### src/bus_pkg.sv
`default_nettype none

package bus_pkg;

    // bus geometry
    localparam int NUM_CACHES  = 4;
    localparam int CACHE_ID_W  = $clog2(NUM_CACHES);
    localparam int BUS_WORDS   = 2;
    localparam int DATA_W      = 32 * BUS_WORDS;
    localparam int ADDR_W      = 32;

    // one request in flight per cache, so this depth never overflows
    localparam int QUEUE_DEPTH = NUM_CACHES;

    // request opcodes posted by the caches
    typedef enum logic [1:0] {
        op_load,
        op_ld_exclusive,
        op_up_exclusive,
        op_write_back
    } bus_req_type_t;

    // transaction controller states
    typedef enum logic [1:0] {
        s_ready,
        s_wait,
        s_xmem
    } bus_state_t;

endpackage

`default_nettype wire

### src/priority_lru.sv
`timescale 1ns/1ps
`default_nettype none

module priority_lru (
    input  logic                                                  clk_i,
    input  logic                                                  nreset_i,
    input  logic                                                  valid_i,
    input  logic [bus_pkg::CACHE_ID_W-1:0]                        index_i,
    output logic [bus_pkg::NUM_CACHES-1:0][bus_pkg::CACHE_ID_W-1:0] priority_o
);

    import bus_pkg::*;

    logic [NUM_CACHES-1:0][CACHE_ID_W-1:0] rank_r;
    logic [CACHE_ID_W-1:0]                 sel_rank;
    logic [NUM_CACHES-1:0]                 rank_seen;

    assign sel_rank   = rank_r[index_i];
    assign priority_o = rank_r;

    // granted cache drops to rank 0, the ones ahead of it shift up
    always_ff @(posedge clk_i) begin
        if (nreset_i) begin
            for (int c = 0; c < NUM_CACHES; c++) begin
                rank_r[c] <= CACHE_ID_W'(c);
            end
        end else if (valid_i) begin
            for (int c = 0; c < NUM_CACHES; c++) begin
                if (CACHE_ID_W'(c) == index_i) begin
                    rank_r[c] <= '0;
                end else if (rank_r[c] < sel_rank) begin
                    rank_r[c] <= rank_r[c] + 1'b1;
                end
            end
        end
    end

    always_comb begin
        rank_seen = '0;
        for (int c = 0; c < NUM_CACHES; c++) begin
            rank_seen[rank_r[c]] = 1'b1;
        end
    end

    a_rank_permutation: assert property (@(posedge clk_i) disable iff (nreset_i)
        &rank_seen)
        else $error("priority ranks are not a permutation");

endmodule

`default_nettype wire

### src/id_fifo.sv
`timescale 1ns/1ps
`default_nettype none

module id_fifo #(
    parameter int width_p = bus_pkg::CACHE_ID_W
) (
    input  logic               clk_i,
    input  logic               nreset_i,
    input  logic               wr_i,
    input  logic               rd_i,
    input  logic [width_p-1:0] wdata_i,
    output logic [width_p-1:0] rdata_o,
    output logic               full_o,
    output logic               empty_o
);

    import bus_pkg::*;

    logic [width_p-1:0]    mem_r [QUEUE_DEPTH];
    logic [CACHE_ID_W-1:0] wr_ptr_r;
    logic [CACHE_ID_W-1:0] rd_ptr_r;
    logic [CACHE_ID_W:0]   count_r;

    assign rdata_o = mem_r[rd_ptr_r];
    assign full_o  = count_r == (CACHE_ID_W + 1)'(QUEUE_DEPTH);
    assign empty_o = count_r == '0;

    always_ff @(posedge clk_i) begin
        if (wr_i) begin
            mem_r[wr_ptr_r] <= wdata_i;
        end
    end

    always_ff @(posedge clk_i) begin
        if (nreset_i) begin
            wr_ptr_r <= '0;
            rd_ptr_r <= '0;
            count_r  <= '0;
        end else begin
            if (wr_i) begin
                wr_ptr_r <= (wr_ptr_r == CACHE_ID_W'(QUEUE_DEPTH - 1)) ? '0 : wr_ptr_r + 1'b1;
            end
            if (rd_i) begin
                rd_ptr_r <= (rd_ptr_r == CACHE_ID_W'(QUEUE_DEPTH - 1)) ? '0 : rd_ptr_r + 1'b1;
            end
            // count holds when both sides move in the same cycle
            if (wr_i && !rd_i) begin
                count_r <= count_r + 1'b1;
            end else if (rd_i && !wr_i) begin
                count_r <= count_r - 1'b1;
            end
        end
    end

    a_no_overflow: assert property (@(posedge clk_i) disable iff (nreset_i)
        wr_i |-> (!full_o || rd_i))
        else $error("write to full queue");

    a_no_underflow: assert property (@(posedge clk_i) disable iff (nreset_i)
        rd_i |-> !empty_o)
        else $error("read from empty queue");

endmodule

`default_nettype wire

### src/bus_arbiter.sv
`timescale 1ns/1ps
`default_nettype none

module bus_arbiter (
    input  logic                           clk_i,
    input  logic                           nreset_i,
    input  logic [bus_pkg::NUM_CACHES-1:0] cb_valid_i,
    input  logic                           out_full_i,
    input  logic                           out_deq_i,
    input  logic [bus_pkg::CACHE_ID_W-1:0] done_id_i,
    output logic                           grant_valid_o,
    output logic [bus_pkg::CACHE_ID_W-1:0] grant_id_o
);

    import bus_pkg::*;

    logic [NUM_CACHES-1:0][CACHE_ID_W-1:0] lru_rank;
    logic [NUM_CACHES-1:0]                 pending_r;
    logic [NUM_CACHES-1:0]                 valid_req;
    logic [NUM_CACHES-1:0]                 pending_set;
    logic [NUM_CACHES-1:0]                 pending_clr;
    logic [CACHE_ID_W-1:0]                 best_rank;
    logic                                  sel_found;
    logic                                  out_accept;

    priority_lru u_priority_lru (
        .clk_i      (clk_i),
        .nreset_i   (nreset_i),
        .valid_i    (grant_valid_o),
        .index_i    (grant_id_o),
        .priority_o (lru_rank)
    );

    // a cache with a request already queued is not considered again
    assign valid_req  = cb_valid_i & ~pending_r;
    assign out_accept = ~out_full_i | out_deq_i;

    // highest rank is the least recently granted requester
    always_comb begin
        sel_found  = 1'b0;
        best_rank  = '0;
        grant_id_o = '0;
        for (int c = 0; c < NUM_CACHES; c++) begin
            if (valid_req[c] && (!sel_found || lru_rank[c] > best_rank)) begin
                sel_found  = 1'b1;
                best_rank  = lru_rank[c];
                grant_id_o = CACHE_ID_W'(c);
            end
        end
    end

    assign grant_valid_o = sel_found & out_accept;

    assign pending_set = {NUM_CACHES{grant_valid_o}} & (NUM_CACHES'(1) << grant_id_o);
    assign pending_clr = {NUM_CACHES{out_deq_i}} & (NUM_CACHES'(1) << done_id_i);

    always_ff @(posedge clk_i) begin
        if (nreset_i) begin
            pending_r <= '0;
        end else begin
            pending_r <= (pending_r & ~pending_clr) | pending_set;
        end
    end

endmodule

`default_nettype wire

### src/bus_controller.sv
`timescale 1ns/1ps
`default_nettype none

module bus_controller (
    input  logic                                              clk_i,
    input  logic                                              nreset_i,
    input  logic                                              out_empty_i,
    input  logic [bus_pkg::CACHE_ID_W-1:0]                    head_id_i,
    output logic                                              out_deq_o,
    input  bus_pkg::bus_req_type_t [bus_pkg::NUM_CACHES-1:0]  cb_req_type_i,
    input  logic [bus_pkg::NUM_CACHES-1:0][bus_pkg::ADDR_W-1:0] cb_addr_i,
    input  logic [bus_pkg::NUM_CACHES-1:0][bus_pkg::DATA_W-1:0] cb_wdata_i,
    input  logic [bus_pkg::NUM_CACHES-1:0]                    sb_wait_i,
    input  logic [bus_pkg::NUM_CACHES-1:0]                    sb_hit_i,
    output logic [bus_pkg::NUM_CACHES-1:0]                    sb_valid_o,
    output logic                                              sb_tx_begin_o,
    output logic [bus_pkg::ADDR_W-1:0]                        sb_addr_o,
    output bus_pkg::bus_req_type_t                            sb_req_type_o,
    input  logic                                              mem_ready_i,
    output logic                                              mem_valid_o,
    output logic                                              mem_we_o,
    output logic [bus_pkg::ADDR_W-1:0]                        mem_addr_o,
    output logic [bus_pkg::DATA_W-1:0]                        mem_wdata_o,
    input  logic                                              mem_valid_i,
    input  logic [bus_pkg::DATA_W-1:0]                        mem_data_i,
    output logic [bus_pkg::NUM_CACHES-1:0]                    cb_yumi_o,
    output logic [bus_pkg::NUM_CACHES-1:0]                    cb_valid_o,
    output logic [bus_pkg::DATA_W-1:0]                        cb_data_o,
    output logic                                              cb_ld_ex_o
);

    import bus_pkg::*;

    bus_state_t            state_r, state_n;
    bus_req_type_t         cur_type;
    logic [ADDR_W-1:0]     cur_addr;
    logic [NUM_CACHES-1:0] head_dec, rx_dec;
    logic                  tx_begin, active, snoop_wait, wait_done, hit_now;
    logic                  is_up, is_wb, is_read, up_done, mem_fire;
    logic                  shared_r;
    logic                  in_enq, in_full, in_empty, in_ready, rx_shared;
    logic [CACHE_ID_W-1:0] rx_id;

    assign cur_type = cb_req_type_i[head_id_i];
    assign cur_addr = cb_addr_i[head_id_i];
    assign head_dec = NUM_CACHES'(1) << head_id_i;
    assign rx_dec   = NUM_CACHES'(1) << rx_id;

    assign is_up   = cur_type == op_up_exclusive;
    assign is_wb   = cur_type == op_write_back;
    assign is_read = !is_up && !is_wb;

    // snoop broadcast to everyone but the requester
    assign tx_begin      = (state_r == s_ready) && !out_empty_i;
    assign active        = (state_r != s_ready) || tx_begin;
    assign sb_tx_begin_o = tx_begin;
    assign sb_valid_o    = active ? ~head_dec : '0;
    assign sb_addr_o     = active ? cur_addr : '0;
    assign sb_req_type_o = active ? cur_type : op_load;

    assign snoop_wait = |(sb_wait_i & ~head_dec);
    assign wait_done  = (state_r == s_wait) && !snoop_wait;
    assign hit_now    = (state_r == s_wait) && |(sb_hit_i & ~head_dec);

    // in queue must have room before a read goes out
    assign in_ready = !in_full || mem_valid_i;
    assign up_done  = wait_done && is_up;
    assign mem_fire = (state_r == s_xmem) && mem_ready_i && (is_wb || in_ready);
    assign in_enq   = mem_fire && is_read;

    assign mem_valid_o = mem_fire;
    assign mem_we_o    = mem_fire && is_wb;
    assign mem_addr_o  = cur_addr;
    assign mem_wdata_o = cb_wdata_i[head_id_i];

    assign out_deq_o = up_done || mem_fire;
    assign cb_yumi_o = {NUM_CACHES{out_deq_o}} & head_dec;

    // memory responses go to the in queue head, upgrades are answered at once
    assign cb_valid_o = ({NUM_CACHES{mem_valid_i}} & rx_dec) | ({NUM_CACHES{up_done}} & head_dec);
    assign cb_data_o  = mem_data_i;
    assign cb_ld_ex_o = mem_valid_i ? !rx_shared : 1'b1;

    always_comb begin
        state_n = state_r;
        case (state_r)
            s_ready: if (tx_begin) state_n = s_wait;
            s_wait:  if (!snoop_wait) state_n = is_up ? s_ready : s_xmem;
            s_xmem:  if (mem_fire) state_n = s_ready;
            default: state_n = s_ready;
        endcase
    end

    always_ff @(posedge clk_i) begin
        if (nreset_i) begin
            state_r  <= s_ready;
            shared_r <= 1'b0;
        end else begin
            state_r  <= state_n;
            shared_r <= hit_now || (shared_r && state_r != s_ready);
        end
    end

    id_fifo #(
        .width_p (CACHE_ID_W + 1)
    ) u_in_queue (
        .clk_i    (clk_i),
        .nreset_i (nreset_i),
        .wr_i     (in_enq),
        .rd_i     (mem_valid_i),
        .wdata_i  ({shared_r, head_id_i}),
        .rdata_o  ({rx_shared, rx_id}),
        .full_o   (in_full),
        .empty_o  (in_empty)
    );

    a_resp_expected: assert property (@(posedge clk_i) disable iff (nreset_i)
        mem_valid_i |-> !in_empty)
        else $error("memory response with no outstanding read");

    a_yumi_onehot: assert property (@(posedge clk_i) disable iff (nreset_i)
        $onehot0(cb_yumi_o))
        else $error("more than one yumi in a cycle");

endmodule

`default_nettype wire

### src/snoop_bus.sv
`timescale 1ns/1ps
`default_nettype none

module snoop_bus (
    input  logic                                              clk_i,
    input  logic                                              nreset_i,
    input  logic [bus_pkg::NUM_CACHES-1:0]                    cb_valid_i,
    input  bus_pkg::bus_req_type_t [bus_pkg::NUM_CACHES-1:0]  cb_req_type_i,
    input  logic [bus_pkg::NUM_CACHES-1:0][bus_pkg::ADDR_W-1:0] cb_addr_i,
    input  logic [bus_pkg::NUM_CACHES-1:0][bus_pkg::DATA_W-1:0] cb_wdata_i,
    output logic [bus_pkg::NUM_CACHES-1:0]                    cb_yumi_o,
    input  logic [bus_pkg::NUM_CACHES-1:0]                    sb_wait_i,
    input  logic [bus_pkg::NUM_CACHES-1:0]                    sb_hit_i,
    output logic [bus_pkg::NUM_CACHES-1:0]                    sb_valid_o,
    output logic                                              sb_tx_begin_o,
    output logic [bus_pkg::ADDR_W-1:0]                        sb_addr_o,
    output bus_pkg::bus_req_type_t                            sb_req_type_o,
    input  logic                                              mem_ready_i,
    output logic                                              mem_valid_o,
    output logic                                              mem_we_o,
    output logic [bus_pkg::ADDR_W-1:0]                        mem_addr_o,
    output logic [bus_pkg::DATA_W-1:0]                        mem_wdata_o,
    input  logic                                              mem_valid_i,
    input  logic [bus_pkg::DATA_W-1:0]                        mem_data_i,
    output logic [bus_pkg::NUM_CACHES-1:0]                    cb_valid_o,
    output logic [bus_pkg::DATA_W-1:0]                        cb_data_o,
    output logic                                              cb_ld_ex_o
);

    import bus_pkg::*;

    logic                  grant_valid;
    logic [CACHE_ID_W-1:0] grant_id;
    logic                  out_full;
    logic                  out_empty;
    logic                  out_deq;
    logic [CACHE_ID_W-1:0] head_id;

    bus_arbiter u_arbiter (
        .clk_i         (clk_i),
        .nreset_i      (nreset_i),
        .cb_valid_i    (cb_valid_i),
        .out_full_i    (out_full),
        .out_deq_i     (out_deq),
        .done_id_i     (head_id),
        .grant_valid_o (grant_valid),
        .grant_id_o    (grant_id)
    );

    // granted cache ids waiting for the controller
    id_fifo #(
        .width_p (CACHE_ID_W)
    ) u_out_queue (
        .clk_i    (clk_i),
        .nreset_i (nreset_i),
        .wr_i     (grant_valid),
        .rd_i     (out_deq),
        .wdata_i  (grant_id),
        .rdata_o  (head_id),
        .full_o   (out_full),
        .empty_o  (out_empty)
    );

    bus_controller u_controller (
        .clk_i         (clk_i),
        .nreset_i      (nreset_i),
        .out_empty_i   (out_empty),
        .head_id_i     (head_id),
        .out_deq_o     (out_deq),
        .cb_req_type_i (cb_req_type_i),
        .cb_addr_i     (cb_addr_i),
        .cb_wdata_i    (cb_wdata_i),
        .sb_wait_i     (sb_wait_i),
        .sb_hit_i      (sb_hit_i),
        .sb_valid_o    (sb_valid_o),
        .sb_tx_begin_o (sb_tx_begin_o),
        .sb_addr_o     (sb_addr_o),
        .sb_req_type_o (sb_req_type_o),
        .mem_ready_i   (mem_ready_i),
        .mem_valid_o   (mem_valid_o),
        .mem_we_o      (mem_we_o),
        .mem_addr_o    (mem_addr_o),
        .mem_wdata_o   (mem_wdata_o),
        .mem_valid_i   (mem_valid_i),
        .mem_data_i    (mem_data_i),
        .cb_yumi_o     (cb_yumi_o),
        .cb_valid_o    (cb_valid_o),
        .cb_data_o     (cb_data_o),
        .cb_ld_ex_o    (cb_ld_ex_o)
    );

endmodule

`default_nettype wire

### config.mk
export PLATFORM = sky130hd
export DESIGN_NAME = snoop_bus
export DESIGN_NICKNAME = d
export VERILOG_FILES = /design/src/bus_pkg.sv /design/src/priority_lru.sv /design/src/id_fifo.sv /design/src/bus_arbiter.sv /design/src/bus_controller.sv /design/src/snoop_bus.sv
export SDC_FILE = /design/constraint.sdc
export NUM_CORES = 1
export LEC_CHECK = 0
export BUFFER_PORTS_ARGS = -buffer_cell sky130_fd_sc_hd__buf_2
export CAP_MARGIN = 0
export CELL_PAD_IN_SITES_DETAIL_PLACEMENT = 2
export CELL_PAD_IN_SITES_GLOBAL_PLACEMENT = 2
export CORE_AREA = 5 5 263 265
export DETAILED_ROUTE_END_ITERATION = 6
export DIE_AREA = 0 0 268 270
export MAX_ROUTING_LAYER = met4
export PLACE_DENSITY = 0.58
export SYNTH_ARGS = -nofsm -noshare
export SYNTH_HDL_FRONTEND = slang
export SYNTH_SLANG_ARGS = --single-unit
### constraint.sdc
create_clock -name clk_i -period 9.2 [get_ports clk_i]
set_input_delay 0 -clock clk_i [delete_from_list [all_inputs] [get_ports clk_i]]
set_output_delay 0 -clock clk_i [all_outputs]
set_load 0.005 [all_outputs]
== After elaboration in Yosys (flattened, before gate mapping) ==
Memory sizes are Yosys's and may differ from the RTL's. A register that Yosys moved wholly into a read port is not among the register bits.
Cells that the tools add are included.
Widths: inputs -> output; s select.

* Bits in registers: 29
* RAM bits: 20
* Bits of input ports: 472
* Output and inout bits: 210
* Logic and storage cells: 177
* Memories: 2

* $add $sub $neg: 12
* Order comparisons: 9
* Eq/ne operators: 16
* Shifts and indexed selects: 3
* Multiplexer cells: 51
* Bitwise gates (word level): 16
* Reductions and logical operators: 55

{| class="wikitable"
|+ Memories
! name !! depth !! width !! read ports !! clocked after Yosys merged registers in !! wr ports !! RTL line !! source
|-
| u_controller.u_in_queue.mem_r || 4 || 3 || 1 || 1 || 1 || id_fifo.sv:19 || <nowiki>logic [width_p-1:0] mem_r [QUEUE_DEPTH];</nowiki>
|-
| u_out_queue.mem_r || 4 || 2 || 1 || 1 || 1 || id_fifo.sv:19 ||
|}

{| class="wikitable"
|+ Operator list
! kind !! count
|-
| $bmux 64 s2 || 1
|-
| $bmux 32 s2 || 1
|-
| $mux 32 || 2
|-
| $mux 64 || 1
|-
| $mux 2 || 28
|-
| $and 4x4->4 || 8
|-
| $logic_and 1x1->1 || 17
|-
| $add 2x1->2 const B || 8
|-
| $eq 2x2->1 const B || 7
|-
| $reduce_bool 2->1 || 7
|-
| $logic_not 1->1 || 13
|-
| $mux 3 || 4
|-
| $not 4->4 || 3
|-
| $shl 1x2->4 const A || 3
|-
| $mux 1 || 10
|-
| $bmux 2 s2 || 2
|-
| $logic_or 1x1->1 || 8
|-
| $lt 2x2->1 || 4
|-
| $or 4x4->4 || 2
|-
| $reduce_and 2->1 || 4
|-
| $reduce_or 4->1 || 2
|-
| $add 3x1->3 const B || 2
|-
| $eq 3x3->1 const B || 2
|-
| $gt 2x2->1 || 3
|-
| other kinds (15) || 20
|}

== Depth between registers and ports, before layout ==
* Word-level depth: 20
* Depth in mapped cells: 23
* Gate-level depth less buffers: 22

== By module ==
Synthesis repeated with hierarchy kept, for this count alone.

* Cells, all modules: 535
* Area, all modules: 6,179.7 sq um

{| class="wikitable"
|+ By module, submodules not included
! module !! instances !! cells an instance !! area an instance (sq um)
|-
| bus_controller || 1 || 287 || 3,473.3
|-
| id_fifo at u_controller.u_in_queue || 1 || 59 || 868.3
|-
| id_fifo at u_out_queue || 1 || 55 || 728.2
|-
| bus_arbiter || 1 || 72 || 563.0
|-
| priority_lru || 1 || 62 || 546.8
|}

== Worst setup path after synthesis ==
OpenSTA, ideal clock, no wires.

* Kind: flip-flop to flip-flop
* Start point: register u_arbiter.pending_r[0]
* End point: register u_arbiter.u_priority_lru.rank_r (netlist bit u_arbiter.u_priority_lru.priority_o[3])
* Setup time: 134 ps
* Arrival time: 4,137 ps
* Required time: 9,066 ps
* Path slack: 4,929 ps
* Stages on the path, launching flop included: 21
* Buffers on the path: 1
* Period minus slack after synthesis: 4,271 ps
* Path through: dfxtp_1 > nor2b_1 > nand2_1 > ha_1 > nor2b_1 > o211a_1 > o21ai_0 > o21a_1 > ha_1 > nor2b_1 > o21ai_0 > a211oi_1 > a21o_1 > ha_1 > nor2b_1 > o21ai_0 > a21oi_1 > clkbuf_1 > mux2_2 > a31oi_1 > a211oi_2

* Cells in the longest elaborated chain, start to end: 20
* Elaborated cells on any way between the ends: 32

{| class="wikitable"
|+ Ends and longest elaborated chain
! item !! RTL line !! source
|-
| start, declared || bus_arbiter.sv:18 || <nowiki>logic [NUM_CACHES-1:0] pending_r;</nowiki>
|-
| start signal, assigned || bus_arbiter.sv:61 || <nowiki>pending_r <= (pending_r & ~pending_clr) | pending_set;</nowiki>
|-
| $not 4->4 * || bus_arbiter.sv:35 || <nowiki>assign valid_req = cb_valid_i & ~pending_r;</nowiki>
|-
| $and 4x4->4 * || bus_arbiter.sv:35 ||
|-
| $mux 2 / $mux 1 (equally long branches) || bus_arbiter.sv:44 || <nowiki>if (valid_req[c] && (!sel_found || lru_rank[c] > best_rank)) begin</nowiki>
|-
| $gt 2x2->1 / $logic_not 1->1 (equally long branches) || bus_arbiter.sv:44 ||
|-
| $logic_or 1x1->1 || bus_arbiter.sv:44 ||
|-
| $logic_and 1x1->1 || bus_arbiter.sv:44 ||
|-
| $mux 2 / $mux 1 (equally long branches) || bus_arbiter.sv:44 ||
|-
| $gt 2x2->1 / $logic_not 1->1 (equally long branches) || bus_arbiter.sv:44 ||
|-
| [... 4 more ...] || -- ||
|-
| $logic_or 1x1->1 || bus_arbiter.sv:44 ||
|-
| $logic_and 1x1->1 || bus_arbiter.sv:44 ||
|-
| $mux 2 || bus_arbiter.sv:44 ||
|-
| $bmux 2 s2 || priority_lru.sv:18 || <nowiki>assign sel_rank = rank_r[index_i];</nowiki>
|-
| $mux 2 (not written as such) || priority_lru.sv:18 ||
|-
| $lt 2x2->1 || priority_lru.sv:31 || <nowiki>end else if (rank_r[c] < sel_rank) begin</nowiki>
|-
| $reduce_bool 2->1 (no source line) || -- ||
|-
| $reduce_and 2->1 (no source line) || -- ||
|-
| end signal, assigned by index || priority_lru.sv:25 || <nowiki>rank_r[c] <= CACHE_ID_W'(c);</nowiki>
|-
| end signal, assigned by index || priority_lru.sv:32 || <nowiki>rank_r[c] <= rank_r[c] + 1'b1;</nowiki>
|-
| end, declared || priority_lru.sv:14 || <nowiki>logic [NUM_CACHES-1:0][CACHE_ID_W-1:0] rank_r;</nowiki>
|}

Mark *: on every way between the ends. The rest lies on a longest branch, timed or not. The select of a mux whose other input is x is not followed.
A chain may end at the register's enable or synchronous reset.

== Worst setup path after layout ==
* Start point: register u_arbiter.pending_r[0]
* End point: register u_arbiter.u_priority_lru.rank_r (netlist bit u_arbiter.u_priority_lru.priority_o[0])

The elaborated chain is that of the path after synthesis.

==> impl_results.md <==
- Syn-to-layout area delta: 56.15%
- Fin worst setup slack: 3.769 ns
- Largest area contributor in the synthesized netlist: mux4_2
- Peak supply drop: 108.4 uV
- Status: complete, no violations
- Library cells used by synthesis: 60
- Initial Utilization: 9.226%
- Fin area: 9589 um^2
- CTS HTree Levels: 2
- Critical path endpoint category: register
- Synthesis Warnings: 0
- Multi-input gate area: between 4000 and 5000 um^2
- Register Area: 1261 um^2
- Worst-Margin Slew: between 0.9 and 1 ns
- IO buf count: 553
- Total power draw: 3.120 mW
- Synth Flop Type: dfxtp_1
- Worst Path Class, Setup: reg2reg
- EDFF count, synth: 20
- Psw: 1.686 mW
- All-Layer GR Usage: between 10% and 20%
- Vias in the first global route: 7709
- Full die area: about 72000 um^2
- Die span in y: 270 um
- Async S/R FF share, synth: 0%
- Sequential element share of the synthesized area: 20.54%
- Commonest cells after routing, fill and taps aside: 553 x buf_2, 99 x mux4_2, 44 x and2_1
- Max clock buf depth: 2
- Unrepaired setup endpoints after global routing: no
- Clock Tree Root: clkbuf_16
- 1st-iter DRT viols: 376
- Highest Clock Rate: 0.1841 GHz
- First-pass GRT wire length: 75510 um
- CTS Hold Bufs: 0
- Clock power share: roughly 7%
- Placed Area: 9399 um^2
- # Max-Cap Violations: 0
- Fin crit share: 59.04%
- GP Congestion: 0.9928
- Setup TNS Final: 0 ns
- Syn avg cell area: between 10 and 15 um^2
- Antenna violations before repair: 24
- Cells resized by post-CTS repair: 0
- Most common cell after layout, fill and taps aside: buf_2
- Final Util: between 10% and 20%
- Final Max Tran Viols: 0
- First-pass iteration count of the detailed router: 4
- Ratio of cells with drive above 1 in the final layout: 67.23%
- Final setup viols: 0
- Clk_skew: 0.002120 ns
- HPWL Detailed: 55610 um
- Pre-CTS setup slack: roughly 3.8 ns
- TritonCTS clock tree: built
- Vias: between 7000 and 8000
- Largest net degree at the start of global routing: 58
- CP max FO: 13
- Switching share of total power: 54.04%
- Final worst path period need: 5.431 ns
- Core Area: 66560 um^2
- Placed cell count: ~1900
- Top cell type's share of synthesized area: 36.31%
- Mapped Cells: between 500 and 600
- Sink Count: 53
- #FFs+latches synth: 53
- Site row count: 95
- Cell family with most CP delay: compound AO/OA/AOI/OAI gates
- Rel. slew slack: about a third
- Via-per-instance ratio: 3.731
- Avg WL per Cell: roughly 32 um
- Final hold viol count: 0
- Total CTS buffers: 5
- Fin Hold WS: 0.000006594 ns
- Final non-filler cell total: 1897
- Post-route ant nets: 0
- Hold Crit Class: in2out
- Worst Path Buf+Inv: 0
- Drt drc: 0
- Slowest CP cell: a21oi_1
- Clock Latency Late Sink: 0.30 ns
- IO Count: just under 700
- Logic gate share of total power: 81.0%
- Top post-synthesis cells by area: mux4_2 36%, dfxtp_1 11%, edfxtp_1 9.8%
- Drt total wl: between 60000 and 70000 um
- CP Data Required Time: about 9.5 ns
- Die X: 268 um
- Synth Net Count: 1036
- Nets: around 1500
- Startpoint types: register
- Data arrival, critical path: 5.68 ns
- Critical-path cell list: nor2b_1, nand2_1, ha_1, nor2b_1, o211a_1, o21ai_0, o21a_1, ha_1, nor2b_1, o21ai_0, a211oi_1, a21o_1, ha_1, nor2b_1, o21ai_0, a21oi_1, mux2i_1, maj3_1, nor4_1, a32o_1
- Leakage: 4.246 nW
- Int Pwr: 1.434 mW
- Cell Area, Synth: just over 6000 um^2
- Clock-pin slew on the worst setup and hold paths: 0.07 ns
- PD cells: 325.3 nW/um^2
- Total congestion overflow: 0
- Number of fill cells: 7852
- Crit-path max cell delay: 0.79 ns
- Buffer count from post-CTS setup fixing: 0
- Seq pwr share: around an eighth
- CP dominant cell by count: nor2b_1
cells in the mapped netlist, drive strengths merged, types with 2 or more instances:
library cell / n
a21oi: 14
nor4: 5
xor2: 4
mux4: 99
ha: 18
nor4b: 4
a211oi: 3
a31o: 2
maj3: 3
mux2: 4
nand3: 10
nor2b: 6
o31ai: 4
and2: 44
o32ai: 4
and4bb: 3
nand2: 27
a31oi: 8
nor3: 12
a21o: 4
inv: 18
edfxtp: 20
mux2i: 19
nand2b: 4
o21a: 2
or4: 3
a311oi: 2
buf: 83
fa: 2
or3: 4
nor2: 34
dfxtp: 33
o21ai: 14
clkbuf: 15
cell type report:
| class | instances | area share (%) |
|---|---|---|
| inverter | 19 | 0.8220 |
| multi-input combinational | 374 | 43.32 |
| sequential | 53 | 13.15 |
| antenna | 11 | 0.2871 |
| clock buffer | 6 | 1.344 |
| timing repair buffer | 559 | 29.33 |
| tap | 873 | 11.39 |
| clock inverter | 2 | 0.3523 |
registers in the layout (all words and copies together), names as in the netlist, named ones only:
register / cells
u_controller.state_r: 2
u_controller.u_in_queue.wr_ptr_r: 2
u_controller.u_in_queue.mem_r: 12
u_out_queue.rd_ptr_r: 2
u_controller.shared_r: 1
u_controller.u_in_queue.rd_ptr_r: 2
u_out_queue.mem_r: 8
u_out_queue.wr_ptr_r: 2
u_controller.u_in_queue.count_r: 3
u_arbiter.u_priority_lru.priority_o: 8
u_arbiter.pending_r: 4
u_out_queue.count_r: 3
worst register-to-register path, stage by stage, from the launching register on:
cell and delay, ns:
dfxtp_1 0.33, nor2b_1 0.19, nand2_1 0.12, ha_1 0.30
nor2b_1 0.15, o211a_1 0.24, o21ai_0 0.32, o21a_1 0.21
ha_1 0.24, nor2b_1 0.13, o21ai_0 0.38, a211oi_1 0.18
a21o_1 0.19, ha_1 0.29, nor2b_1 0.12, o21ai_0 0.08
a21oi_1 0.79, mux2i_1 0.36, maj3_1 0.41, nor4_1 0.19
a32o_1 0.16
path summary, 6_finish.rpt:
kind,start,end,slack [ns],cells past startpoint
worst max register to register,u_arbiter.pending_r[0]$_SDFF_PP0_,u_arbiter.u_priority_lru.priority_o[0]$_SDFFE_PP0P_,3.77,20
worst min register to register,u_arbiter.pending_r[2]$_SDFF_PP0_,u_arbiter.pending_r[2]$_SDFF_PP0_,0.46,2
worst max-delay path,u_arbiter.pending_r[0]$_SDFF_PP0_,u_arbiter.u_priority_lru.priority_o[0]$_SDFFE_PP0P_,3.77,20
worst min-delay path,mem_data_i[30],cb_data_o[30],0.000007,0
power groups by stage:
stage	Combinational (mW)	Clock, mW	Sequential [mW]
4_1_cts	2.62	0.226	0.373
3_3_place_gp	2.58	0	0.374
5_1_grt	2.77	0.232	0.381
3_5_place_dp	2.60	0	0.378
2_1_floorplan	1.25	0	0.356
6_report	2.53	0.221	0.372
per-layer routing:
metal,vias up,global-route usage [%],part of all wire [%]
met3,23,10.49,15
met4,0,2.642,1.6
met5,-,-,0
li1,2994,-,-
met1,3583,19.57,42
met2,478,22.90,42
cells by family after synthesis:
| kind of cell | Yosys count | share of synthesized area, % |
|---|---|---|
| buffers and inverters | 117 | 11.82 |
| xor gates and xnor gates | 4 | 0.5704 |
| and+or+nand+nor | 160 | 14.63 |
| DFF | 53 | 20.54 |
| AOI/OAI and AO/OA | 65 | 7.172 |
| adders and majority gates | 23 | 4.809 |
| muxes | 122 | 40.46 |
No activity file was read; power rests on OpenSTA's default activity.
